<file path="src/hdl/rv32i_pkg.sv">
package rv32i_pkg;

   localparam int XLEN      = 32;
   localparam int RAM_WORDS = 256;
   localparam int RAM_AW    = $clog2(RAM_WORDS);

   typedef logic [XLEN-1:0]   rv32i_word;
   typedef logic [4:0]        reg_idx_t;
   typedef logic [XLEN/8-1:0] strb_t;     // one bit per byte lane.
   typedef logic [1:0]        axi_resp_t;
   typedef logic [RAM_AW-1:0] ram_idx_t;

   localparam axi_resp_t AXI_OKAY = 2'b00;

   typedef enum logic [6:0] {
      op_lui   = 7'b0110111,
      op_auipc = 7'b0010111,
      op_jal   = 7'b1101111,
      op_jalr  = 7'b1100111,
      op_br    = 7'b1100011,
      op_load  = 7'b0000011,
      op_store = 7'b0100011,
      op_imm   = 7'b0010011,
      op_reg   = 7'b0110011
   } opcode_e;

   // {funct7[5], funct3}.
   typedef enum logic [3:0] {
      alu_add  = 4'b0000,
      alu_sll  = 4'b0001,
      alu_slt  = 4'b0010,
      alu_sltu = 4'b0011,
      alu_xor  = 4'b0100,
      alu_srl  = 4'b0101,
      alu_or   = 4'b0110,
      alu_and  = 4'b0111,
      alu_sub  = 4'b1000,
      alu_sra  = 4'b1101
   } alu_op_e;

   typedef enum logic [2:0] {
      beq  = 3'b000,
      bne  = 3'b001,
      blt  = 3'b100,
      bge  = 3'b101,
      bltu = 3'b110,
      bgeu = 3'b111
   } cmp_op_e;

   typedef enum logic [2:0] {
      mem_b  = 3'b000,
      mem_h  = 3'b001,
      mem_w  = 3'b010,
      mem_bu = 3'b100,
      mem_hu = 3'b101
   } mem_size_e;

   typedef struct packed {
      opcode_e   opcode;
      alu_op_e   alu_op;
      cmp_op_e   cmp_op;
      mem_size_e mem_size;
      logic      alu_b_imm;
      logic      marmux_sel; // 1 selects alu_out as data address.
      logic      mem_read;
      logic      mem_write;
      logic      reg_we;
   } ctrl_word_t;

   typedef struct packed {
      logic       valid;
      ctrl_word_t ctrl;
      rv32i_word  pc;
      rv32i_word  rs1_val;
      rv32i_word  rs2_val;
      rv32i_word  imm;
      reg_idx_t   rd;
   } issue_t;

   typedef struct packed {
      logic       valid;
      ctrl_word_t ctrl;
      rv32i_word  pc;
      rv32i_word  pc_plus4;
      rv32i_word  alu_out;  // holds the target for branches and jumps.
      logic       br_en;
      rv32i_word  rs2_val;
      reg_idx_t   rd;
   } ex_mem_t;

   typedef struct packed {
      logic      read;
      logic      write;
      rv32i_word addr;
      rv32i_word wdata;
      strb_t     wstrb;
   } mem_req_t;

   typedef struct packed {
      logic      valid;
      logic      we;
      reg_idx_t  rd;
      rv32i_word data;
   } wb_t;

   typedef struct packed {
      logic      valid;
      rv32i_word target;
   } redirect_t;

endpackage : rv32i_pkg
</file>
<file path="src/hdl/lsu_axil_master.sv">
module lsu_axil_master
   import rv32i_pkg::*;
(
   input  logic      clk_i,
   input  logic      rst_n_i,
   input  mem_req_t  mem_req_i,
   output logic      done_o,
   output rv32i_word rdata_o,
   output logic      busy_o,
   output rv32i_word awaddr_o,
   output logic      awvalid_o,
   input  logic      awready_i,
   output rv32i_word wdata_o,
   output strb_t     wstrb_o,
   output logic      wvalid_o,
   input  logic      wready_i,
   input  logic      bvalid_i,
   output logic      bready_o,
   input  axi_resp_t bresp_i,
   output rv32i_word araddr_o,
   output logic      arvalid_o,
   input  logic      arready_i,
   input  rv32i_word rdata_i,
   input  logic      rvalid_i,
   output logic      rready_o,
   input  axi_resp_t rresp_i
);

   typedef enum logic [2:0] {
      s_idle,
      s_write,
      s_wait_b,
      s_read,
      s_wait_r,
      s_done
   } lsu_state_e;

   lsu_state_e state_q;
   logic       aw_pend_q;
   logic       w_pend_q;
   rv32i_word  addr_q;
   rv32i_word  wdata_q;
   strb_t      wstrb_q;
   rv32i_word  rdata_q;
   axi_resp_t  resp_q;

   always_ff @(posedge clk_i or negedge rst_n_i) begin
      if (!rst_n_i) begin
         state_q   <= s_idle;
         aw_pend_q <= 1'b0;
         w_pend_q  <= 1'b0;
      end else begin
         case (state_q)
            s_idle: begin
               if (mem_req_i.write) begin
                  state_q   <= s_write;
                  aw_pend_q <= 1'b1;
                  w_pend_q  <= 1'b1;
               end else if (mem_req_i.read) begin
                  state_q <= s_read;
               end
            end
            s_write: begin
               if (awready_i) aw_pend_q <= 1'b0;
               if (wready_i) w_pend_q <= 1'b0;
               if ((awready_i | ~aw_pend_q) & (wready_i | ~w_pend_q)) state_q <= s_wait_b;
            end
            s_wait_b: if (bvalid_i) state_q <= s_done;
            s_read:   if (arready_i) state_q <= s_wait_r;
            s_wait_r: if (rvalid_i) state_q <= s_done;
            default:  state_q <= s_idle; // done lasts one cycle.
         endcase
      end
   end

   always_ff @(posedge clk_i) begin
      if (state_q == s_idle) begin
         addr_q  <= mem_req_i.addr;
         wdata_q <= mem_req_i.wdata;
         wstrb_q <= mem_req_i.wstrb;
      end
      if (state_q == s_wait_b && bvalid_i) resp_q <= bresp_i;
      if (state_q == s_wait_r && rvalid_i) begin
         rdata_q <= rdata_i;
         resp_q  <= rresp_i;
      end
   end

   assign awaddr_o  = addr_q;
   assign araddr_o  = addr_q;
   assign wdata_o   = wdata_q;
   assign wstrb_o   = wstrb_q;
   assign awvalid_o = aw_pend_q;
   assign wvalid_o  = w_pend_q;
   assign arvalid_o = (state_q == s_read);
   assign bready_o  = (state_q == s_wait_b);
   assign rready_o  = (state_q == s_wait_r);
   assign done_o    = (state_q == s_done);
   assign busy_o    = (state_q != s_idle) && (state_q != s_done);
   assign rdata_o   = (resp_q == AXI_OKAY) ? rdata_q : '0; // error reads return zero.

endmodule : lsu_axil_master

</file>
<file path="config.mk">
export PLATFORM = sky130hd
export DESIGN_NAME = lsu_axil_master
export DESIGN_NICKNAME = d
export VERILOG_FILES = /design/src/hdl/rv32i_pkg.sv /design/src/hdl/lsu_axil_master.sv
export SDC_FILE = /design/constraint.sdc
export NUM_CORES = 1
export LEC_CHECK = 0
export ABC_AREA = 1
export BUFFER_PORTS_ARGS = -buffer_cell sky130_fd_sc_hd__buf_2
export CORE_AREA = 2 2 96 98
export DETAILED_ROUTE_END_ITERATION = 8
export DIE_AREA = 0 0 98 100
export GPL_ROUTABILITY_DRIVEN = 0
export PLACE_DENSITY = 0.95
export SYNTH_ARGS = -nofsm -noshare
export SYNTH_HDL_FRONTEND = slang
export SYNTH_SLANG_ARGS = --single-unit
</file>
<file path="constraint.sdc">
create_clock -name clk_i -period 16.5 [get_ports clk_i]
set_input_delay 1.65 -clock clk_i [delete_from_list [all_inputs] [get_ports clk_i]]
set_output_delay 1.65 -clock clk_i [all_outputs]
set_load 0.02 [all_outputs]
</file>
==> metrics.txt <==
CTS resizes 0; Pint 0.538 mW; crit path time final 3.44 ns; worst endpoint required time 14.85 ns; Tightest Hold Check Type reg -> reg; RSZ-0062 raised after global routing false; setup_tns 0 ns; CTS Hold Bufs 0; metal1 wirelength 3350 µm; routed wire length 8980 µm; CTS HTree Levels 3; row count 35; Sequential cell area 3190 µm²; chip width 98 µm; core area 8890 µm²; Clock Latency Late Sink 0.35 ns; initial antenna violation count 2; period utilisation layout 20.9%; Comb pwr share 35.9%; Placement Setup Slack 13.42 ns; Worst Setup Start Kind flop; Initial Util 44.6%; worst slew pin tran 1.02 ns; clk buf depth 2; yosys warns 0; Synth Cell Area 3960 µm²; fmax 291 MHz; Worst Skew 0.00996 ns; top layer reached by signal wires met5; Seq/Total Area, Yosys 80.5%; Clock Sink Count 107; TritonRoute pass-1 iters 4; die area 9800 µm²; status completed; syn_area_per_cell 14.9 µm²; max-slew violation count 0; footprint of the multi-input gates 352 µm²; Slew headroom 31.8%; CP Max Fanout 32; DR WL met2 4430 µm; Vias/cell 4.46; Port Buffer Count 251; Iter 0 DRT Violations 105; dpl hpwl 7050 µm; layout cells sized above 1 55.5%; non-filler instance count after layout 608; Switch Pwr 0.348 mW; Chip Height 100 µm; Avg WL per Cell 14.8 µm; Diodes inserted 0; Placed Cells 592; sequential share of power 47.8%; # fillers 720; Clk pwr share 16.3%; Routed Antenna Nets 0; clock-pin slew on the worst setup and hold paths 0.10 ns; IO Pins 252; CTS root buf clkbuf_8; Final Setup Violations 0; Seq cells post-synth 107; vias after detailed routing 2713; setup ws final 13.06 ns; Final #Nets 605; Met3 Routed Length 974 µm; Post-CTS Setup Inserts 0; Crit Path Class reg -> out; Hold Fails Final Rpt 0; Netlist cell types 21; global-route wire length before repair 13100 µm; maximum vdd drop 0.0910 mV; total track usage 17.6%; DRC viols 0; grt total ovfl 0; largest net degree at the start of global routing 70; Finished Core Util 59.4%; area added between synthesis and finish 33.2%; CTS tree built; WP data arrival 1.79 ns; vias in the first global route 2612; Leak 2.54 nW; PwrDens 168 nW/µm²; CP Capture Type primary output; post-synthesis cell count 266; Mapped Nets 379; TritonCTS buffer count 9; switching share of power 39.3%; Max Cap Viol 0
==> logic make-up after synthesis <==
| family | share of synthesized area (%) |
|---|---|
| simple gates | 7.89 |
| flops | 80.5 |
| buf+inv | 10.8 |
| compound gates | 0.852 |
==> cells in the final DEF (no fill, tap or decap), drive strengths merged <==
cell	Yosys	final
a21oi	1	1
buf	36	252
clkbuf	1	10
clkinv	0	2
clkinvlp	0	2
dfrtp	5	5
edfxtp	102	102
inv	42	44
nand2	25	25
nand3	6	6
nand4	1	1
nor2	41	41
nor3	1	1
o21ai	2	2
o21bai	2	2
or2	1	1
==> layout make-up <==
| cell class | instances | share of cell area, % |
|---|---|---|
| inverters | 42 | 2.99 |
| clock buffers | 10 | 2.42 |
| flip-flops and latches | 107 | 60.4 |
| multi-input cells | 80 | 6.66 |
| repair buffers | 252 | 23.9 |
| clock inverters | 6 | 0.948 |
| well taps | 111 | 2.63 |
==> routing by layer <==
layer  track usage (%)  up-vias
li1                  -     1295
met1              20.4     1238
met2              29.3      158
met3              6.89       18
met4              7.80        4
met5                 0        -
==> final timing paths <==
check                                start           to  slack, ns  depth (start not counted)
min in group asynchronous          rst_n_i     wvalid_o       1.09                          1
worst max-delay path             resp_q[0]  rdata_o[12]      13.06                          3
worst min-delay path             awvalid_o    awvalid_o       0.55                          2
max in group asynchronous          rst_n_i   state_q[1]      15.27                          1
worst max register to register  state_q[1]    resp_q[0]      14.49                          5
worst min register to register   awvalid_o    awvalid_o       0.55                          2
==> Yosys cell counts (all sizes together) <==
cell      n  area share, %
or2       1           0.16
buf      36            6.7
nand4     1           0.16
nor3      1           0.13
clkbuf    1          0.095
nor2     41            4.2
nand3     6           0.88
inv      42            4.0
edfxtp  102             77
a21oi     1           0.13
o21bai    2           0.38
nand2    25            2.4
dfrtp     5            3.2
o21ai     2           0.35
==> critical path: stages, from the launching register on <==
cell and delay (ns):
edfxtp_1 0.35, or2_1 0.78, nor2_1 0.10, buf_2 0.20
==> through the flow <==
step	total power, mW	instance area, µm²	hold slack, ns
global placement	0.740	5100	0.501
detailed placement	0.751	5100	0.521
finish	0.886	5280	0.552
global route	0.931	5280	0.573
floorplan	0.667	3960	0.615
CTS	0.896	5280	0.545
==> state kept, by name, summed over array words and instances (netlist names) <==
register,flops
resp_q,2
state_q,3
wvalid_o,1
wstrb_o,4
araddr_o,32
awvalid_o,1
rdata_q,32
wdata_o,32
==> power by group through the flow <==
stage               Clock [mW]  Sequential [mW]  Combinational [mW]
finish                   0.145            0.423               0.318
global route             0.160            0.432               0.339
CTS                      0.149            0.424               0.322
detailed placement           0            0.429               0.322
global placement             0            0.426               0.313
floorplan                    0            0.507               0.160
(Power assumes the default switching activity.)
