### src/hdl/rv32i_pkg.sv
package rv32i_pkg;

   localparam int XLEN      = 32;
   localparam int RAM_WORDS = 256;
   localparam int RAM_AW    = $clog2(RAM_WORDS);

   typedef logic [XLEN-1:0]   rv32i_word;
   typedef logic [4:0]        reg_idx_t;
   typedef logic [XLEN/8-1:0] strb_t;     // one bit per byte lane.
   typedef logic [1:0]        axi_resp_t;
   typedef logic [RAM_AW-1:0] ram_idx_t;

   localparam axi_resp_t AXI_OKAY = 2'b00;

   typedef enum logic [6:0] {
      op_lui   = 7'b0110111,
      op_auipc = 7'b0010111,
      op_jal   = 7'b1101111,
      op_jalr  = 7'b1100111,
      op_br    = 7'b1100011,
      op_load  = 7'b0000011,
      op_store = 7'b0100011,
      op_imm   = 7'b0010011,
      op_reg   = 7'b0110011
   } opcode_e;

   // {funct7[5], funct3}.
   typedef enum logic [3:0] {
      alu_add  = 4'b0000,
      alu_sll  = 4'b0001,
      alu_slt  = 4'b0010,
      alu_sltu = 4'b0011,
      alu_xor  = 4'b0100,
      alu_srl  = 4'b0101,
      alu_or   = 4'b0110,
      alu_and  = 4'b0111,
      alu_sub  = 4'b1000,
      alu_sra  = 4'b1101
   } alu_op_e;

   typedef enum logic [2:0] {
      beq  = 3'b000,
      bne  = 3'b001,
      blt  = 3'b100,
      bge  = 3'b101,
      bltu = 3'b110,
      bgeu = 3'b111
   } cmp_op_e;

   typedef enum logic [2:0] {
      mem_b  = 3'b000,
      mem_h  = 3'b001,
      mem_w  = 3'b010,
      mem_bu = 3'b100,
      mem_hu = 3'b101
   } mem_size_e;

   typedef struct packed {
      opcode_e   opcode;
      alu_op_e   alu_op;
      cmp_op_e   cmp_op;
      mem_size_e mem_size;
      logic      alu_b_imm;
      logic      marmux_sel; // 1 selects alu_out as data address.
      logic      mem_read;
      logic      mem_write;
      logic      reg_we;
   } ctrl_word_t;

   typedef struct packed {
      logic       valid;
      ctrl_word_t ctrl;
      rv32i_word  pc;
      rv32i_word  rs1_val;
      rv32i_word  rs2_val;
      rv32i_word  imm;
      reg_idx_t   rd;
   } issue_t;

   typedef struct packed {
      logic       valid;
      ctrl_word_t ctrl;
      rv32i_word  pc;
      rv32i_word  pc_plus4;
      rv32i_word  alu_out;  // holds the target for branches and jumps.
      logic       br_en;
      rv32i_word  rs2_val;
      reg_idx_t   rd;
   } ex_mem_t;

   typedef struct packed {
      logic      read;
      logic      write;
      rv32i_word addr;
      rv32i_word wdata;
      strb_t     wstrb;
   } mem_req_t;

   typedef struct packed {
      logic      valid;
      logic      we;
      reg_idx_t  rd;
      rv32i_word data;
   } wb_t;

   typedef struct packed {
      logic      valid;
      rv32i_word target;
   } redirect_t;

endpackage : rv32i_pkg
### src/hdl/mem_stage.sv
module mem_stage
   import rv32i_pkg::*;
(
   input  logic      clk_i,
   input  logic      rst_n_i,
   input  ex_mem_t   ex_mem_i,
   output mem_req_t  mem_req_o,
   input  logic      mem_done_i,
   input  rv32i_word mem_rdata_i,
   output logic      stall_o,
   output wb_t       wb_o,
   output redirect_t redirect_o
);

   rv32i_word  addr;
   logic [1:0] offset;
   logic       is_mem;
   logic       is_jump;
   logic       take;
   rv32i_word  byte_lane;
   rv32i_word  half_lane;
   rv32i_word  load_data;
   rv32i_word  wb_data;

   assign addr    = ex_mem_i.ctrl.marmux_sel ? ex_mem_i.alu_out : ex_mem_i.pc;
   assign offset  = addr[1:0];
   assign is_mem  = ex_mem_i.valid & (ex_mem_i.ctrl.mem_read | ex_mem_i.ctrl.mem_write);
   assign stall_o = is_mem & ~mem_done_i; // hold until the lsu finishes.

   always_comb begin
      mem_req_o.read  = ex_mem_i.valid & ex_mem_i.ctrl.mem_read;
      mem_req_o.write = ex_mem_i.valid & ex_mem_i.ctrl.mem_write;
      mem_req_o.addr  = {addr[XLEN-1:2], 2'b00};
      case (ex_mem_i.ctrl.mem_size)
         mem_b, mem_bu: begin
            mem_req_o.wstrb = 4'b0001 << offset;
            mem_req_o.wdata = ex_mem_i.rs2_val << {offset, 3'b000};
         end
         mem_h, mem_hu: begin
            mem_req_o.wstrb = 4'b0011 << {offset[1], 1'b0};
            mem_req_o.wdata = ex_mem_i.rs2_val << {offset[1], 4'b0000};
         end
         default: begin
            mem_req_o.wstrb = 4'b1111;
            mem_req_o.wdata = ex_mem_i.rs2_val;
         end
      endcase
   end

   assign byte_lane = mem_rdata_i >> {offset, 3'b000};
   assign half_lane = mem_rdata_i >> {offset[1], 4'b0000};

   always_comb begin
      case (ex_mem_i.ctrl.mem_size)
         mem_b:   load_data = {{24{byte_lane[7]}}, byte_lane[7:0]};
         mem_bu:  load_data = {24'b0, byte_lane[7:0]};
         mem_h:   load_data = {{16{half_lane[15]}}, half_lane[15:0]};
         mem_hu:  load_data = {16'b0, half_lane[15:0]};
         default: load_data = mem_rdata_i;
      endcase
   end

   assign is_jump = (ex_mem_i.ctrl.opcode == op_jal) | (ex_mem_i.ctrl.opcode == op_jalr);
   assign take    = ((ex_mem_i.ctrl.opcode == op_br) & ex_mem_i.br_en) | is_jump;

   always_comb begin
      case (ex_mem_i.ctrl.opcode)
         op_load:          wb_data = load_data;
         op_jal, op_jalr:  wb_data = ex_mem_i.pc_plus4; // link.
         default:          wb_data = ex_mem_i.alu_out;
      endcase
   end

   always_ff @(posedge clk_i or negedge rst_n_i) begin
      if (!rst_n_i) begin
         wb_o       <= '0;
         redirect_o <= '0;
      end else if (stall_o) begin
         wb_o.valid       <= 1'b0; // payload holds.
         redirect_o.valid <= 1'b0;
      end else begin
         wb_o.valid        <= ex_mem_i.valid;
         wb_o.we           <= ex_mem_i.valid & ex_mem_i.ctrl.reg_we;
         wb_o.rd           <= ex_mem_i.rd;
         wb_o.data         <= wb_data;
         redirect_o.valid  <= ex_mem_i.valid & take;
         redirect_o.target <= ex_mem_i.alu_out;
      end
   end

endmodule : mem_stage

### config.mk
export PLATFORM = sky130hd
export DESIGN_NAME = mem_stage
export DESIGN_NICKNAME = d
export VERILOG_FILES = /design/src/hdl/rv32i_pkg.sv /design/src/hdl/mem_stage.sv
export SDC_FILE = /design/constraint.sdc
export NUM_CORES = 1
export LEC_CHECK = 0
export ABC_AREA = 1
export BUFFER_PORTS_ARGS = -buffer_cell sky130_fd_sc_hd__buf_2
export CAP_MARGIN = 20
export CORE_AREA = 3 3 128 130
export DETAILED_ROUTE_END_ITERATION = 12
export DIE_AREA = 0 0 131 133
export GPL_TIMING_DRIVEN = 0
export PLACE_DENSITY = 0.77
export SYNTH_ARGS = -nofsm -noshare
export SYNTH_HDL_FRONTEND = slang
export SYNTH_SLANG_ARGS = --single-unit
### constraint.sdc
create_clock -name clk_i -period 1.25 [get_ports clk_i]
set_clock_uncertainty 0.05 [all_clocks]
set_input_delay 0.0625 -clock clk_i [delete_from_list [all_inputs] [get_ports clk_i]]
set_output_delay 0.0625 -clock clk_i [all_outputs]
set_load 0.03 [all_outputs]
==> flow_summary.ini, run 1 <==
[run_status]
outcome = finished, violations left
violations = negative setup slack

[pwr]
internal-power_w = 0.00518
power_density_nw_per_um2 = 978
switching_share_pct = 40.1
power_w = 0.00865
leakage_nw = 4.95
p_sw_w = 0.00347
p_comb_share_pct = 41.5
p_seq_share_pct = 30.8
p_clk_share_pct = 27.6
vdd_ir_drop_max_mv = 0.583

[clock_network]
cts_root_buf = clkbuf_16
clk_path_buf_depth = 2
cts_tree = done
clock_latency_ns = 0.33
cts_sinks = 72
path_clk_slew_ns = 0.06
cts_buffers = 9
htree_levels = 3

[routing]
first_iter_violations = 490
drc = 0
vias_per_cell = 5.05
drt_first_pass_iters = 7
wl_um = 26600
via_count = 7539
drtAntennaViolNets = 0
routedWlPerCell_um = 17.9

[cells_and_area]
area.growth.synth_to_final_pct = 66.1
design_area_sq_um = 8850
drive_gt1_share_pct = 37.4
final_nets = 1466
fill_cells = 1467

[die]
core_area_sq_um = 15300
die_h_um = 133
die_w_um = 131
die_area_sq_um = 17400
start_util_pct = 34.9
num_rows = 45
top_level_ports = 335

[sta]
period_share_pct = 110
clock.fmax_mhz = 727
min_period_ns = 1.38
setup_viol_count_final = 26
slew_violations = 0
hold_viol = 0
setup_slack_ns = -0.125
rsz0062_at_grt = yes

[global_route]
antenna_found_initial = 5
grt_pass1_wl_um = 39300
grtUsageTotal_pct = 29.3
grt-ovfl-total = 0
first_global_vias = 7190
grt_max_degree = 39

[critical_path]
reg2reg_depth = 1
crit_path_max_fanout = 8
crit_arrival_ns = 1.26
r2r-end = wb_o[37]$_DFFE_PN0N_
end_kind = primary output
worstPathRequired_ns = 1.14
critPathLaunchType = primary input
r2r_slack_ns = 0.51
timing.rr.start = wb_o[37]$_DFFE_PN0N_
path_class = primary input to primary output

[job]
maxCapViolCount = 0

[place]
dp_slack_ns = -0.493
place_congestion = 0.911
dpl_cell_area_sq_um = 7330
dp_hpwl_um = 20600
port_buffers = 323

[worst_hold_path]
min_from = ex_mem_i[72]
hold_path_class = primary input to flip-flop
min_to = wb_o[2]$_DFFE_PN0N_
holdPathStages = 5

[yosys]
avgSynthCellArea_sq_um = 6.08
ys_types = 31
ys_seq_elements = 72
syn-cell-area_sq_um = 5330
yosysSeqAreaShare_pct = 33.8
yosysWarnings = 0
syn-instance-count = 876
## power by group through the flow
stage | registers, W | clock network, W | logic, W
3_5_place_dp | 0.00271 | 0 | 0.00301
2_1_floorplan | 0.00315 | 0 | 0.00139
4_1_cts | 0.00267 | 0.00239 | 0.00351
5_1_grt | 0.00269 | 0.00251 | 0.00384
6_report | 0.00267 | 0.00239 | 0.00359
3_3_place_gp | 0.00270 | 0 | 0.00298
## registers in the layout, summed over array words and instances (netlist names)
register and flops:
wb_o 39, redirect_o 33
## metrics by stage
step	TNS (ns)	cells	util, %	hold WS, ns
2_1_floorplan	-1.73	877	-	-0.283
3_3_place_gp	-59.25	1411	47.9	0.213
3_5_place_dp	-30.11	1412	48.0	-0.00211
4_1_cts	-0.969	1487	57.1	0.00188
5_1_grt	-3.45	1491	58.0	0.0809
6_report	-1.47	1492	58.0	0.0672
## routing by layer
metal | global-route usage [%] | vias to the layer above | share of wire [%]
met4 | 12.2 | 8 | 3.9
met1 | 32.9 | 3444 | 37
met5 | 0 | - | 0.21
met3 | 6.58 | 77 | 8.1
met2 | 52.4 | 415 | 51
li1 | - | 3595 | -
## logic make-up after synthesis
family / count (synthesis) / synth area share (%)
AND/OR/NAND/NOR: 572 / 45.5
buffers and inverters: 137 / 10.6
AO/OA/AOI/OAI: 94 / 10.1
flip-flops: 72 / 33.8
other: 1 / 0.0704
## final cells by class
type                            count  area (sq um)  share of cell area (%)
Clock inverter                      7          46.3                   0.523
Inverter                           84           350                    3.96
Antenna cell                        2          5.00                  0.0566
Sequential cell                    72          1800                    20.4
Clock buffer                        9           225                    2.54
Tap cell                          211           264                    2.98
Buffer                             53           370                    4.18
Multi-Input combinational cell    668          3340                    37.7
Timing Repair Buffer              386          2450                    27.6
## timing repair
item / CTS / global route
endpoints found under the setup margin: 55 / 90
endpoints found under the hold margin: 74 / 0
pin swaps: 14 / 11
cloned: 2 / 0
resized for setup: 146 / 49
setup buffers: 16 / 3
hold buffers: 41 / 0
## cell usage in the layout (no fill, tap or decap), drive strengths merged
| master | n |
|---|---|
| o21ai | 25 |
| diode | 2 |
| conb | 2 |
| clkinvlp | 3 |
| nand3 | 136 |
| a22o | 1 |
| nand4 | 3 |
| o22ai | 8 |
| o211ai | 8 |
| dfrtp | 72 |
| a21oi | 43 |
| clkinv | 4 |
| or2 | 1 |
| nor2 | 97 |
| buf | 362 |
| o21bai | 1 |
| dlygate4sd3 | 41 |
| inv | 84 |
| nor3 | 1 |
| clkbuf | 45 |
| o221ai | 8 |
| nand2 | 334 |
## critical path: stages
cell and delay, ns:
buf_16 0.14, inv_12 0.08, nand2_8 0.06, nand2_8 0.09, nand2_8 0.10, inv_8 0.10
buf_6 0.12, nor2_4 0.04, buf_12 0.14, nand2_1 0.07, nand3_2 0.09, buf_6 0.16
## cell usage after synthesis (all sizes together)
master  number  share of area [%]
nand2      334                 24
nand3      136                 13
nor2        97                7.3
inv         83                5.9
dfrtp       72                 34
a21oi       43                4.0
clkbuf      28                2.0
buf         25                2.6
o21ai       25                2.3
o211ai       8                1.1
o221ai       8                1.3
o22ai        8               0.94
nand4        3               0.35
a22o         1               0.16
clkinv       1              0.070
conb         1              0.070
nor3         1               0.19
o21bai       1               0.14
or2          1               0.12
## how the worst max path moves through the flow
| stage | from | endpoint | slack (ns) | depth (start not counted) |
|---|---|---|---|---|
| floorplan | ex_mem_i[137] | mem_req_o[28] | -0.17 | 9 |
| global placement | ex_mem_i[137] | mem_req_o[14] | -0.52 | 8 |
| detailed placement | ex_mem_i[137] | mem_req_o[20] | -0.49 | 10 |
| CTS | ex_mem_i[137] | mem_req_o[20] | -0.08 | 10 |
| global route | ex_mem_i[137] | mem_req_o[27] | -0.18 | 12 |
| finish | ex_mem_i[137] | mem_req_o[27] | -0.13 | 12 |
No activity file was read; power rests on OpenSTA's default activity.
==> run 2: changes to the inputs <==
--- a/config.mk
+++ b/config.mk
@@ -12,7 +12,7 @@
 export DETAILED_ROUTE_END_ITERATION = 12
 export DIE_AREA = 0 0 131 133
 export GPL_TIMING_DRIVEN = 0
-export PLACE_DENSITY = 0.77
+export PLACE_DENSITY_LB_ADDON = 0.1
 export SYNTH_ARGS = -nofsm -noshare
 export SYNTH_HDL_FRONTEND = slang
 export SYNTH_SLANG_ARGS = --single-unit
==> flow_summary.ini, run 2 (synthesized netlist as in run 1, its figures left out) <==
[run_status]
outcome = finished, violations left
violations = negative setup slack

[sta]
setup_viol_count_final = 16
min_period_ns = 1.32
tightestPinTransition_ns = 0.508
slew_violations = 0
clock.fmax_mhz = 755
setup_tns_ns = -0.604
rsz0062_at_grt = yes
setup_slack_ns = -0.0742
period_share_pct = 106
slew_headroom_pct = 66.1
hold_viol = 0

[place]
dp_slack_ns = -0.464
place_congestion = 0.923
dpl_cell_area_sq_um = 7330
dp_hpwl_um = 19600
port_buffers = 323

[routing]
vias_per_cell = 4.91
drc = 0
first_iter_violations = 552
wl_um = 25600
drtAntennaViolNets = 0
via_count = 7355
routedWlPerCell_um = 17.1
drt_first_pass_iters = 5

[pwr]
vdd_ir_drop_max_mv = 0.650
power_density_nw_per_um2 = 1020
leakage_nw = 4.95

[die]
start_util_pct = 34.9
die_h_um = 133
top_level_ports = 335
num_rows = 45
core_area_sq_um = 15300
die_w_um = 131
die_area_sq_um = 17400

[critical_path]
crit_path_max_fanout = 8
end_kind = primary output
critPathLaunchType = primary input
path_cells = buf_12 > inv_12 > nand2_4 > nand2_4 > nand2_4 > buf_6 > nor2_4 > nand2_1 > nand3_2 > buf_6
crit_arrival_ns = 1.21
crit_path_frequent_cell = nand2_4
worstPathRequired_ns = 1.14
slowest_delay_ns = 0.26
path_class = primary input to primary output
cp_top_family = simple AND/OR/NAND/NOR gates
cpMaxStageDelayCell = nor2_4
cp.buffers_inverters = 4

[clock_network]
cts_root_buf = clkbuf_16
cts_tree = done
path_clk_slew_ns = 0.05
clk_path_buf_depth = 2
clock_latency_ns = 0.34
cts_sinks = 72
cts_buffers = 9
htree_levels = 3

[cells_and_area]
regMostFlops = wb_o
design_area_sq_um = 8760
reg_top3 = wb_o x39, redirect_o x33
area.growth.synth_to_final_pct = 64.5
layout_common_cells = nand2_1, buf_2, nand3_1, nor2_1, inv_1
final_common_cell = nand2_1
drive_gt1_share_pct = 37.1
final_nets = 1471
largest_reg_flops = 39

[global_route]
grt_pass1_wl_um = 37000
grtUsageTotal_pct = 27.5
grt_max_degree = 38
grt-ovfl-total = 0
first_global_vias = 6847
antenna_found_initial = 3

[worst_hold_path]
hold_path_class = primary input to flip-flop

[job]
maxCapViolCount = 0
==> run 2: changes by cell type in the layout (fill, tap and decap cells not counted), sizes merged <==
cell	previous run	this run
buf	362	367
clkinvlp	3	1
clkbuf	45	47
inv	84	83
bufinv	0	2
clkinv	4	3
==> run 2: power breakdown <==
group | internal (W) | switching, W | total, W
clock network | 0.00175 | 0.00102 | 0.00277
logic | 0.00124 | 0.00225 | 0.00348
registers | 0.00255 | 0.000118 | 0.00267
total | 0.00554 | 0.00338 | 0.00892
==> run 2: stage by stage <==
stage	instances	total power, W	hold slack (ns)	utilization (%)
2_1_floorplan	877	0.00454	-0.283	-
3_3_place_gp	1411	0.00568	0.214	47.9
3_5_place_dp	1412	0.00570	0.00530	48.0
4_1_cts	1488	0.00875	0.00848	54.9
5_1_grt	1497	0.00933	0.0226	57.4
6_report	1497	0.00892	0.000761	57.4
==> run 2: what timing repair did <==
item	in CTS	in global routing
hold buffers	41	0
gates resized for setup	70	117
pin swaps	14	24
endpoints found under the hold margin	74	0
endpoints found under the setup margin	38	113
buffers inserted	18	6
gates cloned	1	1
==> run 2: worst min-delay path, delay by kind of cell <==
family                 cells  cell delay (ns)
buffers and inverters      1             0.15
AND/OR/NAND/NOR            2             0.14
==> run 2: worst paths after layout <==
| check | start | endpoint | slack, ns | depth (start not counted) |
|---|---|---|---|---|
| worst max register to register | wb_o[37]$_DFFE_PN0N_ | wb_o[37]$_DFFE_PN0N_ | 0.51 | 1 |
| worst min-delay path | ex_mem_i[69] | redirect_o[31]$_DFFE_PN0N_ | 0.0008 | 3 |
| max in group asynchronous | rst_n_i | redirect_o[1]$_DFFE_PN0N_ | 0.39 | 3 |
| worst max-delay path | ex_mem_i[137] | mem_req_o[26] | -0.07 | 10 |
| min in group asynchronous | rst_n_i | redirect_o[28]$_DFFE_PN0N_ | 0.18 | 2 |
| worst min register to register | redirect_o[2]$_DFFE_PN0N_ | redirect_o[2]$_DFFE_PN0N_ | 0.41 | 2 |
==> run 2: cell type report <==
| cell class | instances | area, sq um |
|---|---|---|
| clock buffers | 11 | 233 |
| well taps | 211 | 264 |
| clock inverters | 5 | 81.3 |
| multi-input cells | 668 | 3270 |
| fillers | 1550 | 6500 |
| flip-flops and latches | 72 | 1800 |
| inverters | 84 | 348 |
| repair buffers | 391 | 2410 |
| plain buffers | 53 | 348 |
| diodes | 2 | 5.00 |
==> run 2: routing by layer <==
layer / vias up / global-route usage, % / routed length (um)
met5: - / 0 / 16
met4: 2 / 6.23 / 498
met3: 37 / 5.45 / 1810
met2: 342 / 46.3 / 12400
met1: 3369 / 36.2 / 10900
li1: 3605 / - / -
