### src/hdl/rv32i_pkg.sv
package rv32i_pkg;

   localparam int XLEN      = 32;
   localparam int RAM_WORDS = 256;
   localparam int RAM_AW    = $clog2(RAM_WORDS);

   typedef logic [XLEN-1:0]   rv32i_word;
   typedef logic [4:0]        reg_idx_t;
   typedef logic [XLEN/8-1:0] strb_t;     // one bit per byte lane.
   typedef logic [1:0]        axi_resp_t;
   typedef logic [RAM_AW-1:0] ram_idx_t;

   localparam axi_resp_t AXI_OKAY = 2'b00;

   typedef enum logic [6:0] {
      op_lui   = 7'b0110111,
      op_auipc = 7'b0010111,
      op_jal   = 7'b1101111,
      op_jalr  = 7'b1100111,
      op_br    = 7'b1100011,
      op_load  = 7'b0000011,
      op_store = 7'b0100011,
      op_imm   = 7'b0010011,
      op_reg   = 7'b0110011
   } opcode_e;

   // {funct7[5], funct3}.
   typedef enum logic [3:0] {
      alu_add  = 4'b0000,
      alu_sll  = 4'b0001,
      alu_slt  = 4'b0010,
      alu_sltu = 4'b0011,
      alu_xor  = 4'b0100,
      alu_srl  = 4'b0101,
      alu_or   = 4'b0110,
      alu_and  = 4'b0111,
      alu_sub  = 4'b1000,
      alu_sra  = 4'b1101
   } alu_op_e;

   typedef enum logic [2:0] {
      beq  = 3'b000,
      bne  = 3'b001,
      blt  = 3'b100,
      bge  = 3'b101,
      bltu = 3'b110,
      bgeu = 3'b111
   } cmp_op_e;

   typedef enum logic [2:0] {
      mem_b  = 3'b000,
      mem_h  = 3'b001,
      mem_w  = 3'b010,
      mem_bu = 3'b100,
      mem_hu = 3'b101
   } mem_size_e;

   typedef struct packed {
      opcode_e   opcode;
      alu_op_e   alu_op;
      cmp_op_e   cmp_op;
      mem_size_e mem_size;
      logic      alu_b_imm;
      logic      marmux_sel; // 1 selects alu_out as data address.
      logic      mem_read;
      logic      mem_write;
      logic      reg_we;
   } ctrl_word_t;

   typedef struct packed {
      logic       valid;
      ctrl_word_t ctrl;
      rv32i_word  pc;
      rv32i_word  rs1_val;
      rv32i_word  rs2_val;
      rv32i_word  imm;
      reg_idx_t   rd;
   } issue_t;

   typedef struct packed {
      logic       valid;
      ctrl_word_t ctrl;
      rv32i_word  pc;
      rv32i_word  pc_plus4;
      rv32i_word  alu_out;  // holds the target for branches and jumps.
      logic       br_en;
      rv32i_word  rs2_val;
      reg_idx_t   rd;
   } ex_mem_t;

   typedef struct packed {
      logic      read;
      logic      write;
      rv32i_word addr;
      rv32i_word wdata;
      strb_t     wstrb;
   } mem_req_t;

   typedef struct packed {
      logic      valid;
      logic      we;
      reg_idx_t  rd;
      rv32i_word data;
   } wb_t;

   typedef struct packed {
      logic      valid;
      rv32i_word target;
   } redirect_t;

endpackage : rv32i_pkg
### src/hdl/exec_stage.sv
module exec_stage
   import rv32i_pkg::*;
(
   input  logic    clk_i,
   input  logic    rst_n_i,
   input  issue_t  issue_i,
   input  logic    stall_i,
   output ex_mem_t ex_mem_o
);

   rv32i_word op_b;
   rv32i_word alu_res;
   rv32i_word pc_imm;
   rv32i_word jalr_sum;
   rv32i_word target;
   rv32i_word result;
   logic      br_en;

   assign op_b     = issue_i.ctrl.alu_b_imm ? issue_i.imm : issue_i.rs2_val;
   assign pc_imm   = issue_i.pc + issue_i.imm;
   assign jalr_sum = issue_i.rs1_val + issue_i.imm;

   always_comb begin
      case (issue_i.ctrl.alu_op)
         alu_add:  alu_res = issue_i.rs1_val + op_b;
         alu_sub:  alu_res = issue_i.rs1_val - op_b;
         alu_sll:  alu_res = issue_i.rs1_val << op_b[4:0];
         alu_slt:  alu_res = {{(XLEN-1){1'b0}}, $signed(issue_i.rs1_val) < $signed(op_b)};
         alu_sltu: alu_res = {{(XLEN-1){1'b0}}, issue_i.rs1_val < op_b};
         alu_xor:  alu_res = issue_i.rs1_val ^ op_b;
         alu_srl:  alu_res = issue_i.rs1_val >> op_b[4:0];
         alu_sra:  alu_res = $unsigned($signed(issue_i.rs1_val) >>> op_b[4:0]);
         alu_or:   alu_res = issue_i.rs1_val | op_b;
         alu_and:  alu_res = issue_i.rs1_val & op_b;
         default:  alu_res = issue_i.rs1_val + op_b;
      endcase
   end

   // compares the register operands, never the immediate.
   always_comb begin
      case (issue_i.ctrl.cmp_op)
         beq:     br_en = issue_i.rs1_val == issue_i.rs2_val;
         bne:     br_en = issue_i.rs1_val != issue_i.rs2_val;
         blt:     br_en = $signed(issue_i.rs1_val) < $signed(issue_i.rs2_val);
         bge:     br_en = $signed(issue_i.rs1_val) >= $signed(issue_i.rs2_val);
         bltu:    br_en = issue_i.rs1_val < issue_i.rs2_val;
         bgeu:    br_en = issue_i.rs1_val >= issue_i.rs2_val;
         default: br_en = 1'b0;
      endcase
   end

   assign target = (issue_i.ctrl.opcode == op_jalr) ? {jalr_sum[XLEN-1:1], 1'b0} : pc_imm;

   always_comb begin
      case (issue_i.ctrl.opcode)
         op_lui:                 result = issue_i.imm;
         op_auipc:               result = pc_imm;
         op_br, op_jal, op_jalr: result = target; // link value rides in pc_plus4.
         default:                result = alu_res;
      endcase
   end

   always_ff @(posedge clk_i or negedge rst_n_i) begin
      if (!rst_n_i) begin
         ex_mem_o <= '0;
      end else if (!stall_i) begin
         ex_mem_o.valid    <= issue_i.valid;
         ex_mem_o.ctrl     <= issue_i.ctrl;
         ex_mem_o.pc       <= issue_i.pc;
         ex_mem_o.pc_plus4 <= issue_i.pc + 32'd4;
         ex_mem_o.alu_out  <= result;
         ex_mem_o.br_en    <= br_en;
         ex_mem_o.rs2_val  <= issue_i.rs2_val;
         ex_mem_o.rd       <= issue_i.rd;
      end
   end

endmodule : exec_stage

### config.mk
export PLATFORM = sky130hd
export DESIGN_NAME = exec_stage
export DESIGN_NICKNAME = d
export VERILOG_FILES = /design/src/hdl/rv32i_pkg.sv /design/src/hdl/exec_stage.sv
export SDC_FILE = /design/constraint.sdc
export NUM_CORES = 1
export LEC_CHECK = 0
export ABC_AREA = 0
export BUFFER_PORTS_ARGS = -buffer_cell sky130_fd_sc_hd__buf_4
export CAP_MARGIN = 5
export CORE_MARGIN = 2
export CORE_UTILIZATION = 30
export CTS_CLUSTER_SIZE = 16
export DETAILED_ROUTE_END_ITERATION = 10
export PLACE_DENSITY = 0.5
export REMOVE_ABC_BUFFERS = 1
export SLEW_MARGIN = 30
export SYNTH_ARGS = -nofsm -noshare
export SYNTH_HDL_FRONTEND = slang
export SYNTH_SLANG_ARGS = --single-unit
### constraint.sdc
create_clock -name clk_i -period 1.4 [get_ports clk_i]
set_clock_uncertainty 0.2 [all_clocks]
set_input_delay 0.21 -clock clk_i [delete_from_list [all_inputs] [get_ports clk_i]]
set_output_delay 0.21 -clock clk_i [all_outputs]
set_load 0.05 [all_outputs]
==> results of run 1 <==
==> worst max-delay path, cell delays in order <==
cell and delay [ps]:
buf_16 130, buf_8 130, mux2i_4 350, ha_4 260
buf_6 110, a21o_1 190, and4_4 160, or2_4 260
a22o_4 270, nand2b_4 130, a21o_1 220, a211oi_2 280
mux2i_1 290, nor3_1 70, a211o_1 260
==> cell families after synthesis <==
logic type / count (synthesis)
AO/OA/AOI/OAI: 883
XOR/XNOR: 112
adder cells (fa/ha/maj): 195
buffers and inverters: 322
flip-flops: 155
multiplexers: 205
AND/OR/NAND/NOR: 746
==> synthesized netlist by cell type, drive strengths merged, types with 45 or more instances <==
cell    number
nand2      323
o21ai      215
a21oi      210
ha         191
nor2       169
inv        162
dfrtp      155
mux2i      122
clkbuf     107
mux2        69
xnor2       58
nand3       56
xor2        54
a21o        52
buf         52
nor3        48
a211oi      45
==> worst max-delay path by stage <==
stage | start | end | slack (ps) | depth (start not counted)
3_3_place_gp | issue_i[137] | ex_mem_o[69] | -2640 | 17
4_1_cts | issue_i[137] | ex_mem_o[58] | -1720 | 15
2_1_floorplan | issue_i[137] | ex_mem_o[57] | -6340 | 13
5_1_grt | issue_i[137] | ex_mem_o[57] | -1790 | 15
3_5_place_dp | issue_i[137] | ex_mem_o[69] | -2640 | 17
6_report | issue_i[137] | ex_mem_o[57] | -1730 | 15
==> cell type report <==
type / count / area (um^2) / share of cell area, %
clock buffers: 17 / 425 / 1.16
well taps: 864 / 1080 / 2.96
inverters: 163 / 617 / 1.69
multi-input cells: 2141 / 17500 / 47.9
clock inverters: 15 / 189 / 0.517
flip-flops and latches: 155 / 3890 / 10.6
repair buffers: 1462 / 12900 / 35.2
==> per-layer routing <==
metal	track usage (%)	up-vias
met3	5.68	252
met5	0	-
met4	15.1	0
met1	41.8	13135
li1	-	12272
met2	55.2	1120
==> metrics by stage <==
step | hold WS, ps | worst slack (ps) | TNS [ps] | power (uW)
5_1_grt | -31.2 | -1790 | -72190 | 30100
3_5_place_dp | -54.2 | -2640 | -113970 | 20200
4_1_cts | -57.8 | -1720 | -71740 | 27700
6_report | -36.8 | -1730 | -62900 | 28800
3_3_place_gp | -58.6 | -2640 | -112200 | 20100
2_1_floorplan | -286 | -6340 | -187450 | 12700
==> timing repair <==
| action | in CTS | in global routing |
|---|---|---|
| cloned | 11 | 0 |
| setup buffers | 84 | 72 |
| endpoints found under the hold margin | 279 | 21 |
| endpoints found under the setup margin | 208 | 212 |
| gates resized for setup | 573 | 262 |
| pin swaps | 151 | 171 |
==> power breakdown <==
group / leakage, uW / switching [uW] / internal [uW]
clock network: 0.000299 / 2650 / 2440
logic: 0.0149 / 9830 / 8370
registers: 0.00183 / 491 / 5010
total: 0.0171 / 13000 / 15800
==> results by group, run 1 <==
Synth
  – Post-synthesis mux area share: 11.6%
  – Register area share after synthesis: 19.3%
  – Post-Syn Instances: 2,618
  – XOR/XNOR Fraction of Synth Area: 4.89%
  – Synth Area in Compound Gates: 28.9%
  – Largest family of logic cells by synthesized area: compound AO/OA/AOI/OAI gates
  – Adder-cell share of the synthesized area: 12.3%
  – Dominant cell type by area after synthesis: dfrtp_1
  – Yosys warning total: 0
  – Seq cells post-synth: 155
  – EDFF count, synth: 0
  – Syn Std Cell Area: 20,100 um^2
  – Post-Syn Area per Cell: 7.67 um^2
  – Synth top area share: 19.3%
  – Simple-gate portion of the synthesized area: 16.7%
  – Ys flop type: dfrtp_1
  – Largest cells by area after synthesis: dfrtp_1, ha_1, nand2_1
  – Async S/R FF share, synth: 100%
  – Netlist cell types: 88

STA
  – Post-route minimum period: 3130 ps
  – Tightest Pin Transition: 910 ps
  – Final worst-path cycle share: 223%
  – Hold Violations, Final: 19
  – Final setup violation count: 200
  – RSZ-0062 raised after global routing: yes
  – Fmax: 320 MHz
  – Max Slew Vio Count: 0
  – PnR worst setup slack: -1730 ps
  – Fin Hold WS: -36.8 ps
  – Slew headroom: 39.0%

Critical path
  – Critical path type: in -> reg
  – CP Launch Type: primary input
  – Maximum fanout along the worst path: 6
  – R2R cell count: 4
  – R2r setup slk: -60 ps
  – Worst R2R Start: ex_mem_o[58]
  – RR Endpoint: ex_mem_o[58]
  – Required time of the critical path: 1580 ps
  – WP data arrival: 3310 ps
  – Element type at the critical path end: flop

Cells and area
  – Area growth syn-to-layout: 82.2%
  – Utilization after layout: 55.4%
  – Final Cell Area: 36,600 um^2
  – Biggest regs: ex_mem_o: 155 flops
  – Max reg flops: 155
  – Fill cells: 6,116
  – Finished Layout Cells: 4,817
  – Nets@finish: 4,294
  – Most flop-heavy register: ex_mem_o
  – Ant. Diodes: 0
  – Most frequent cells in the layout: buf_4, nand2_1, buf_6, a21oi_1, inv_1
  – Share of layout cells above drive strength 1: 47.3%
  – Commonest non-fill, non-tap cell in the layout: buf_4

Clocking
  – Clock Tree Root: clkbuf_16
  – Num CTS Buffers: 17
  – Clk Latency, worst-skew pair: 490 ps
  – Clock transition at path regs: 90 ps
  – Cts hold-fix bufs: 97
  – Clk buf depth: 2
  – Clock Sinks: 155
  – H-tree levels: 4
  – CTS tree: built

Routing
  – Violation count after the first detailed-route iteration: 2,163
  – DRT antenna net count: 0
  – DR top layer: met4
  – Via count: 26,779
  – Routed length per instance: 24.7 um
  – Post-DR vias/cell: 5.56
  – DRT met1 WL: 49,200 um
  – Overall routed net length: 119,000 um
  – DRC: 0
  – 1st-pass router iterations: 6
  – Met3 WL: 7860 um
  – Met2 routed WL: 56,000 um

Placed design
  – DP Wirelength: 92,500 um
  – Area after DPL: 30,000 um^2
  – Routability cong.: 0.999
  – Input/output buffers: 315
  – DP Cell Count: 4,545

Floorplan
  – Die ar.: 69,000 um^2
  – Io pins: 316
  – Die height: 263 um
  – Core region area: 66,000 um^2
  – Row count: 94
  – Initial core utilization: 30.4%
  – Die width: 263 um

GRT
  – Largest net degree at the start of global routing: 106
  – Antenna violations before repair: 1
  – Grt ovf: 0
  – Total track usage: 33.1%
  – Vias in the first global route: 26,839
  – First-pass GRT wire length: 172,000 um

Pwr
  – Peak VDD IR: 0.923 mV
  – PD cells: 787 nW/um^2
  – Leakage: 0.0171 uW

Outcome
  – Status: complete, but fails checks
  – Failing checks: hold timing, setup timing

Run
  – Max-Cap Viols: 0

Worst hold path
  – Hold WC Path Type: in -> async
No activity file was read; power rests on OpenSTA's default activity.
==> run 2, diff against run 1 <==
--- a/config.mk
+++ b/config.mk
@@ -14,6 +14,7 @@
 export DETAILED_ROUTE_END_ITERATION = 10
 export PLACE_DENSITY = 0.5
 export REMOVE_ABC_BUFFERS = 1
+export SETUP_SLACK_MARGIN = 0.2
 export SLEW_MARGIN = 30
 export SYNTH_ARGS = -nofsm -noshare
 export SYNTH_HDL_FRONTEND = slang
==> run 2 against run 1 <==
Combinational power about the same; highest routed layer is now met5; largest power group unchanged; wire length about the same; the run still ends with hold timing, setup timing left; fmax down 2.9%.
==> results by group, run 2 (synthesis gave the netlist of run 1 again) <==
Placed design
  – Routability cong.: 0.999 (unchanged)
  – Input/output buffers: 315 (unchanged)
  – DP Wirelength: 92,500 um (unchanged)
  – Area after DPL: 30,000 um^2 (unchanged)
  – Worst slack, placed: -2640 ps (unchanged)

GRT
  – Largest net degree at the start of global routing: 106 (unchanged)
  – Grt ovf: 0 (unchanged)
  – Total track usage: 33.0% (-0.13 points)
  – Vias in the first global route: 26,796 (-0.16%)
  – Antenna violations before repair: 2 (+1)
  – First-pass GRT wire length: 172,000 um (-0.23%)

Routing
  – 1st-pass router iterations: 5 (-1)
  – Violation count after the first detailed-route iteration: 2,139 (-1.1%)
  – DRT antenna net count: 0 (unchanged)
  – DRC: 0 (unchanged)
  – Overall routed net length: 119,000 um (about the same)
  – Routed length per instance: 24.7 um (-0.31%)
  – Via count: 26,828 (+0.18%)
  – Post-DR vias/cell: 5.55 (-0.21%)

Clocking
  – Clk Latency, worst-skew pair: 500 ps (about the same)
  – CTS tree: built
  – Clk buf depth: 2 (unchanged)
  – Clock Sinks: 155 (unchanged)
  – Clock transition at path regs: 90 ps (about the same)
  – Clock Tree Root: clkbuf_16
  – H-tree levels: 4 (unchanged)
  – Cts hold-fix bufs: 94 (-3.1%)
  – Num CTS Buffers: 17 (unchanged)

Critical path
  – Slowest CP cell: o211ai_1
  – Maximum fanout along the worst path: 8 (+2)
  – R2r setup slk: -50 ps (about the same)
  – Worst R2R Start: ex_mem_o[58]
  – Critical path type: in -> reg
  – Worst-path cell chain: buf_16 > buf_8 > mux2i_4 > inv_1 > ha_1 > a21o_1 > and4_4 > o211ai_1 > buf_4 > nand4_1 > nand2_4 > nand2_4 > buf_6 > a41o_1 > a211oi_2 > a21oi_1 > o221a_1
  – WP buf/inv: 5 (+2)
  – RR Endpoint: ex_mem_o[58]
  – CP Launch Type: primary input
  – Family with the most delay on the worst path: compound AO/OA/AOI/OAI gates
  – R2R cell count: 4 (unchanged)
  – Required time of the critical path: 1580 ps (about the same)
  – WP data arrival: 3400 ps (+90 ps)
  – Max incr delay on CP: 380 ps (+30 ps)
  – WP depth: 17 (+2)
  – Element type at the critical path end: flop
  – Most numerous cell on the critical path: nand2_4

Outcome
  – Failing checks: hold timing, setup timing
  – Status: complete, but fails checks

Cells and area
  – Final Cell Area: 36,400 um^2 (-0.56%)
  – Most flop-heavy register: ex_mem_o
  – Area growth syn-to-layout: 81.2%
  – Commonest non-fill, non-tap cell in the layout: buf_4
  – Most frequent cells in the layout: buf_4, nand2_1, buf_6, a21oi_1, ha_1
  – Max reg flops: 155 (unchanged)
  – Utilization after layout: 55.1% (-0.31 points)
  – Fill cells: 6,168 (+0.85%)
  – Share of layout cells above drive strength 1: 46.4% (-0.91 points)
  – Ant. Diodes: 0 (unchanged)
  – Nets@finish: 4,313 (+0.44%)
  – Biggest regs: ex_mem_o: 155 flops

STA
  – Final setup violation count: 203 (+1.5%)
  – Post-route minimum period: 3220 ps (+94.6 ps)
  – Tightest Pin Transition: 852 ps (-58.4 ps)
  – PnR worst setup slack: -1820 ps (-94.6 ps)
  – Fmax: 310 MHz (-2.9%)
  – Final worst-path cycle share: 230% (+6.8 points)
  – Total Neg Setup Slack: -64,760 ps (-1860 ps)
  – Fin Hold WS: -37.5 ps (-0.769 ps)
  – RSZ-0062 raised after global routing: yes
  – Hold Violations, Final: 22 (+3)
  – Slew headroom: 42.9% (+3.9 points)
  – Max Slew Vio Count: 0 (unchanged)

Pwr
  – PD cells: 789 nW/um^2 (+0.16%)
  – Final total power: 28,700 uW (-0.41%)
  – Leakage: 0.0171 uW (about the same)
  – Peak VDD IR: 0.922 mV (-0.11%)

Floorplan
  – Io pins: 316 (unchanged)
  – Core region area: 66,000 um^2 (unchanged)
  – Die ar.: 69,000 um^2 (unchanged)
  – Row count: 94 (unchanged)
  – Initial core utilization: 30.4% (unchanged)
  – Die width: 263 um (unchanged)
  – Die height: 263 um (unchanged)

Worst hold path
  – Hold WC Path Type: in -> async

Run
  – Max-Cap Viols: 0 (unchanged)
[run 2: cell count changes in the layout (fill, tap and decap cells not counted), moves of 5 or more]
cell	before	now
ha_4	32	27
buf_12	38	30
a21oi_1	167	173
nand2_2	18	12
buf_4	1085	1102
nor2_2	16	11
clkbuf_16	17	22
buf_6	223	228
nor2_1	141	146
[run 2: timing repair]
item,in CTS,in global routing
cloned,8,5
endpoints found under the hold margin,279,23
pin swaps,150,108
endpoints found under the setup margin,212,232
setup buffers,75,77
gates resized for setup,571,178
[run 2: worst register-to-register path, stage by stage, from the launching register on]
cell and delay, ps:
dfrtp_2 460, nor2_1 290, nor2_1 100, a2bb2oi_2 190, o31ai_2 100
[run 2: final cells by class]
class,count,area (um^2),area share (%)
repair buffers,1481,13000,35.7
flip-flops and latches,155,3890,10.7
multi-input cells,2141,17200,47.2
clock buffers,17,425,1.17
inverters,163,619,1.70
clock inverters,15,189,0.519
well taps,864,1080,2.97
[run 2: layer usage]
metal	part of all wire, %	wire length (um)	track usage, %
met3	6.9	8180	5.60
met1	41	49300	41.6
met2	47	56200	55.3
met4	4.8	5690	14.6
met5	0.011	13	0
[run 2: stage by stage]
| step | cells | hold WS [ps] |
|---|---|---|
| 3_3_place_gp | 4545 | -58.6 |
| 6_report | 4836 | -37.5 |
| 2_1_floorplan | 2459 | -286 |
| 4_1_cts | 4754 | -70.8 |
| 5_1_grt | 4836 | -43.5 |
| 3_5_place_dp | 4545 | -54.2 |
[run 2: worst max path at each step]
stage	startpoint	endpoint
2_1_floorplan	issue_i[137]	ex_mem_o[57]
3_3_place_gp	issue_i[137]	ex_mem_o[69]
3_5_place_dp	issue_i[137]	ex_mem_o[69]
4_1_cts	issue_i[137]	ex_mem_o[58]
5_1_grt	issue_i[137]	ex_mem_o[69]
6_report	issue_i[137]	ex_mem_o[69]
[run 2: report_power, final]
group / switching (uW) / leakage [uW] / internal (uW) / total (uW)
registers: 489 / 0.00183 / 5010 / 5500
clock network: 2660 / 0.000299 / 2440 / 5100
logic: 9760 / 0.0149 / 8330 / 18100
==> run 3, diff against run 2 <==
--- a/config.mk
+++ b/config.mk
@@ -14,7 +14,7 @@
 export DETAILED_ROUTE_END_ITERATION = 10
 export PLACE_DENSITY = 0.5
 export REMOVE_ABC_BUFFERS = 1
-export SETUP_SLACK_MARGIN = 0.2
+export SETUP_SLACK_MARGIN = 0.1
 export SLEW_MARGIN = 30
 export SYNTH_ARGS = -nofsm -noshare
 export SYNTH_HDL_FRONTEND = slang
==> constraint.sdc (replaced) <==
create_clock -name clk_i -period 1.4 [get_ports clk_i]
set_clock_uncertainty 0.2 [all_clocks]
set_input_delay 0.21 -clock clk_i [delete_from_list [all_inputs] [get_ports clk_i]]
set_output_delay 0.21 -clock clk_i [all_outputs]
set_load 0.01 [all_outputs]
==> run 3 against run 2 <==
The flow still finishes with violations (hold timing, setup timing); global-route usage up 1.2 points; count of clock-buffer cells in the layout unchanged; sequential share of layout area shrank 0.13 points; combinational power fell by 8%; total power shrank 4.7%; final cell count barely moved; design area rose by 1.2%; utilization up 0.67 points; via count is 0.31% higher; worst hold slack gained 12 ps; clock power grew 0.8%.
==> results by group, run 3 (synthesis gave the netlist of run 1 again) <==
Cells and area
  – Final Cell Area: 36,800 um^2 (+1.2%)
  – Max reg flops: 155 (unchanged)
  – Most frequent cells in the layout: buf_4, nand2_1, buf_6, a21oi_1, dfrtp_1
  – Share of layout cells above drive strength 1: 48.3% (+1.9 points)
  – Biggest regs: ex_mem_o: 155 flops
  – Area growth syn-to-layout: 83.4%
  – Nets@finish: 4,311 (-0.046%)
  – Most flop-heavy register: ex_mem_o
  – Commonest non-fill, non-tap cell in the layout: buf_4

Critical path
  – Required time of the critical path: 1600 ps (+20 ps)
  – R2r setup slk: 0 ps (+50 ps)
  – Most numerous cell on the critical path: buf_4
  – CP Launch Type: primary input
  – Slowest CP cell: o311a_4
  – Critical path type: in -> reg
  – Element type at the critical path end: flop
  – WP data arrival: 3380 ps (-20 ps)
  – RR Endpoint: ex_mem_o[58]
  – R2R cell count: 4 (unchanged)
  – Max incr delay on CP: 410 ps (+30 ps)
  – Maximum fanout along the worst path: 7 (-1)
  – Worst R2R Start: ex_mem_o[58]
  – Worst-path cell chain: buf_16 > buf_4 > buf_12 > o21a_4 > ha_4 > a211oi_2 > o311a_4 > o221ai_4 > nor3_4 > a21oi_4 > a2111oi_4 > buf_4 > o31ai_4 > a21oi_1 > o221a_2 > a311oi_2

Pwr
  – PD cells: 743 nW/um^2 (-5.8%)
  – Final total power: 27,300 uW (-4.7%)
  – Leakage: 0.0172 uW (+0.43%)
  – Peak VDD IR: 1.02 mV (+11%)

Floorplan
  – Row count: 94 (unchanged)
  – Die ar.: 69,000 um^2 (unchanged)
  – Core region area: 66,000 um^2 (unchanged)
  – Die width: 263 um (unchanged)
  – Initial core utilization: 30.4% (unchanged)
  – Die height: 263 um (unchanged)
  – Io pins: 316 (unchanged)

Routing
  – Post-DR vias/cell: 5.57 (+0.33%)
  – DR top layer: met5
  – 1st-pass router iterations: 6 (+1)
  – Overall routed net length: 122,000 um (+2.5%)
  – Met2 routed WL: 57,300 um (+2.1%)
  – Violation count after the first detailed-route iteration: 1,984 (-7.2%)
  – Met3 WL: 8180 um (about the same)
  – DRC: 0 (unchanged)
  – DRT antenna net count: 0 (unchanged)
  – Via count: 26,910 (+0.31%)
  – Routed length per instance: 25.3 um (+2.5%)
  – DRT met1 WL: 50,200 um (+2.0%)

STA
  – Hold Violations, Final: 16 (-27%)
  – Total Neg Setup Slack: -58,870 ps (+5880 ps)
  – Final worst-path cycle share: 228% (-2.5 points)
  – Final setup violation count: 202 (-0.49%)
  – Max Slew Vio Count: 0 (unchanged)
  – Slew headroom: 39.5% (-3.4 points)
  – PnR worst setup slack: -1790 ps (+34.4 ps)
  – RSZ-0062 raised after global routing: yes
  – Fmax: 314 MHz (+1.1%)
  – Fin Hold WS: -25.7 ps (+11.8 ps)
  – Tightest Pin Transition: 902 ps (+50.4 ps)
  – Post-route minimum period: 3190 ps (-34.4 ps)

Placed design
  – Input/output buffers: 315 (unchanged)
  – DP Wirelength: 95,200 um (+2.9%)
  – Area after DPL: 30,100 um^2 (+0.12%)
  – Routability cong.: 0.994 (-0.55%)
  – Worst slack, placed: -2680 ps (-42.7 ps)

Outcome
  – Failing checks: hold timing, setup timing
  – Status: complete, but fails checks

Clocking
  – Clk Latency, worst-skew pair: 490 ps (about the same)
  – Num CTS Buffers: 17 (unchanged)
  – Clock Tree Root: clkbuf_16
  – CTS tree: built
  – Cts hold-fix bufs: 94 (unchanged)
  – Clk buf depth: 2 (unchanged)
  – Clock Sinks: 155 (unchanged)
  – Clock transition at path regs: 80 ps (about the same)
  – H-tree levels: 4 (unchanged)

GRT
  – Vias in the first global route: 27,447 (+2.4%)
  – First-pass GRT wire length: 177,000 um (+3.1%)
  – Largest net degree at the start of global routing: 47 (-56%)
  – Total track usage: 34.2% (+1.2 points)
  – Grt ovf: 0 (unchanged)
  – Antenna violations before repair: 3 (+1)

Run
  – Max-Cap Viols: 0 (unchanged)

Worst hold path
  – Hold WC Path Type: in -> async
[run 3: cell types whose count changed in the layout (fill, tap and decap cells not counted), moves of 5 or more]
cell      delta
nand2_1     -14
buf_4       -18
mux2i_2      +5
a21oi_2      +7
buf_6       +24
ha_4         +6
o21a_4       +7
o21a_1       -5
a21oi_1      -9
nand2_2     +15
inv_1        -6
mux2i_1      -8
a211oi_2     +8
[run 3: layer usage]
metal / vias to the layer above / track usage, %
met1: 13219 / 42.1
met4: 4 / 16.9
met3: 254 / 6.31
li1: 12335 / -
met5: - / 0
met2: 1098 / 57.3
[run 3: layout make-up]
cell class | instances | area [um^2]
Sequential cell | 155 | 3890
Timing Repair Buffer | 1479 | 13000
Clock buffer | 17 | 425
Multi-Input combinational cell | 2141 | 17600
Tap cell | 864 | 1080
Antenna cell | 1 | 2.50
Inverter | 163 | 627
Clock inverter | 15 | 180
Fill cell | 6075 | 29200
[run 3: power breakdown]
| part | internal [uW] | total [uW] | switching [uW] |
|---|---|---|---|
| clock network | 2550 | 5140 | 2590 |
| logic | 8420 | 16700 | 8290 |
| registers | 5010 | 5490 | 483 |
| total | 16000 | 27300 | 11400 |
[run 3: how the worst max path moves through the flow]
stage	startpoint	endpoint	depth (start not counted)
after floorplan	issue_i[137]	ex_mem_o[57]	13
after global placement	issue_i[137]	ex_mem_o[58]	17
after detailed placement	issue_i[137]	ex_mem_o[58]	17
after CTS	issue_i[137]	ex_mem_o[58]	16
after global routing	issue_i[137]	ex_mem_o[58]	19
final	issue_i[137]	ex_mem_o[68]	16
[run 3: metrics by stage]
stage	cells	hold slack (ps)	util, %
global placement	4553	-44.9	45.6
detailed placement	4553	-43.5	45.6
finish	4835	-25.7	55.8
floorplan	2459	-286	-
global route	4834	-13.5	55.8
CTS	4779	-45.8	53.6
[run 3: timing repair]
| item | in CTS | in global routing |
|---|---|---|
| pin swaps | 172 | 161 |
| setup endpoints to repair | 220 | 239 |
| hold endpoints to repair | 275 | 15 |
| cloned | 7 | 2 |
| buffers inserted | 96 | 60 |
| gates resized for setup | 634 | 236 |
[run 3: worst max-delay path: cells and delay by family]
| kind | cells | cell delay [ps] |
|---|---|---|
| and+or+nand+nor | 1 | 80 |
| AOI/OAI and AO/OA | 10 | 2150 |
| adders and majority gates | 1 | 330 |
| buffers and inverters | 4 | 580 |
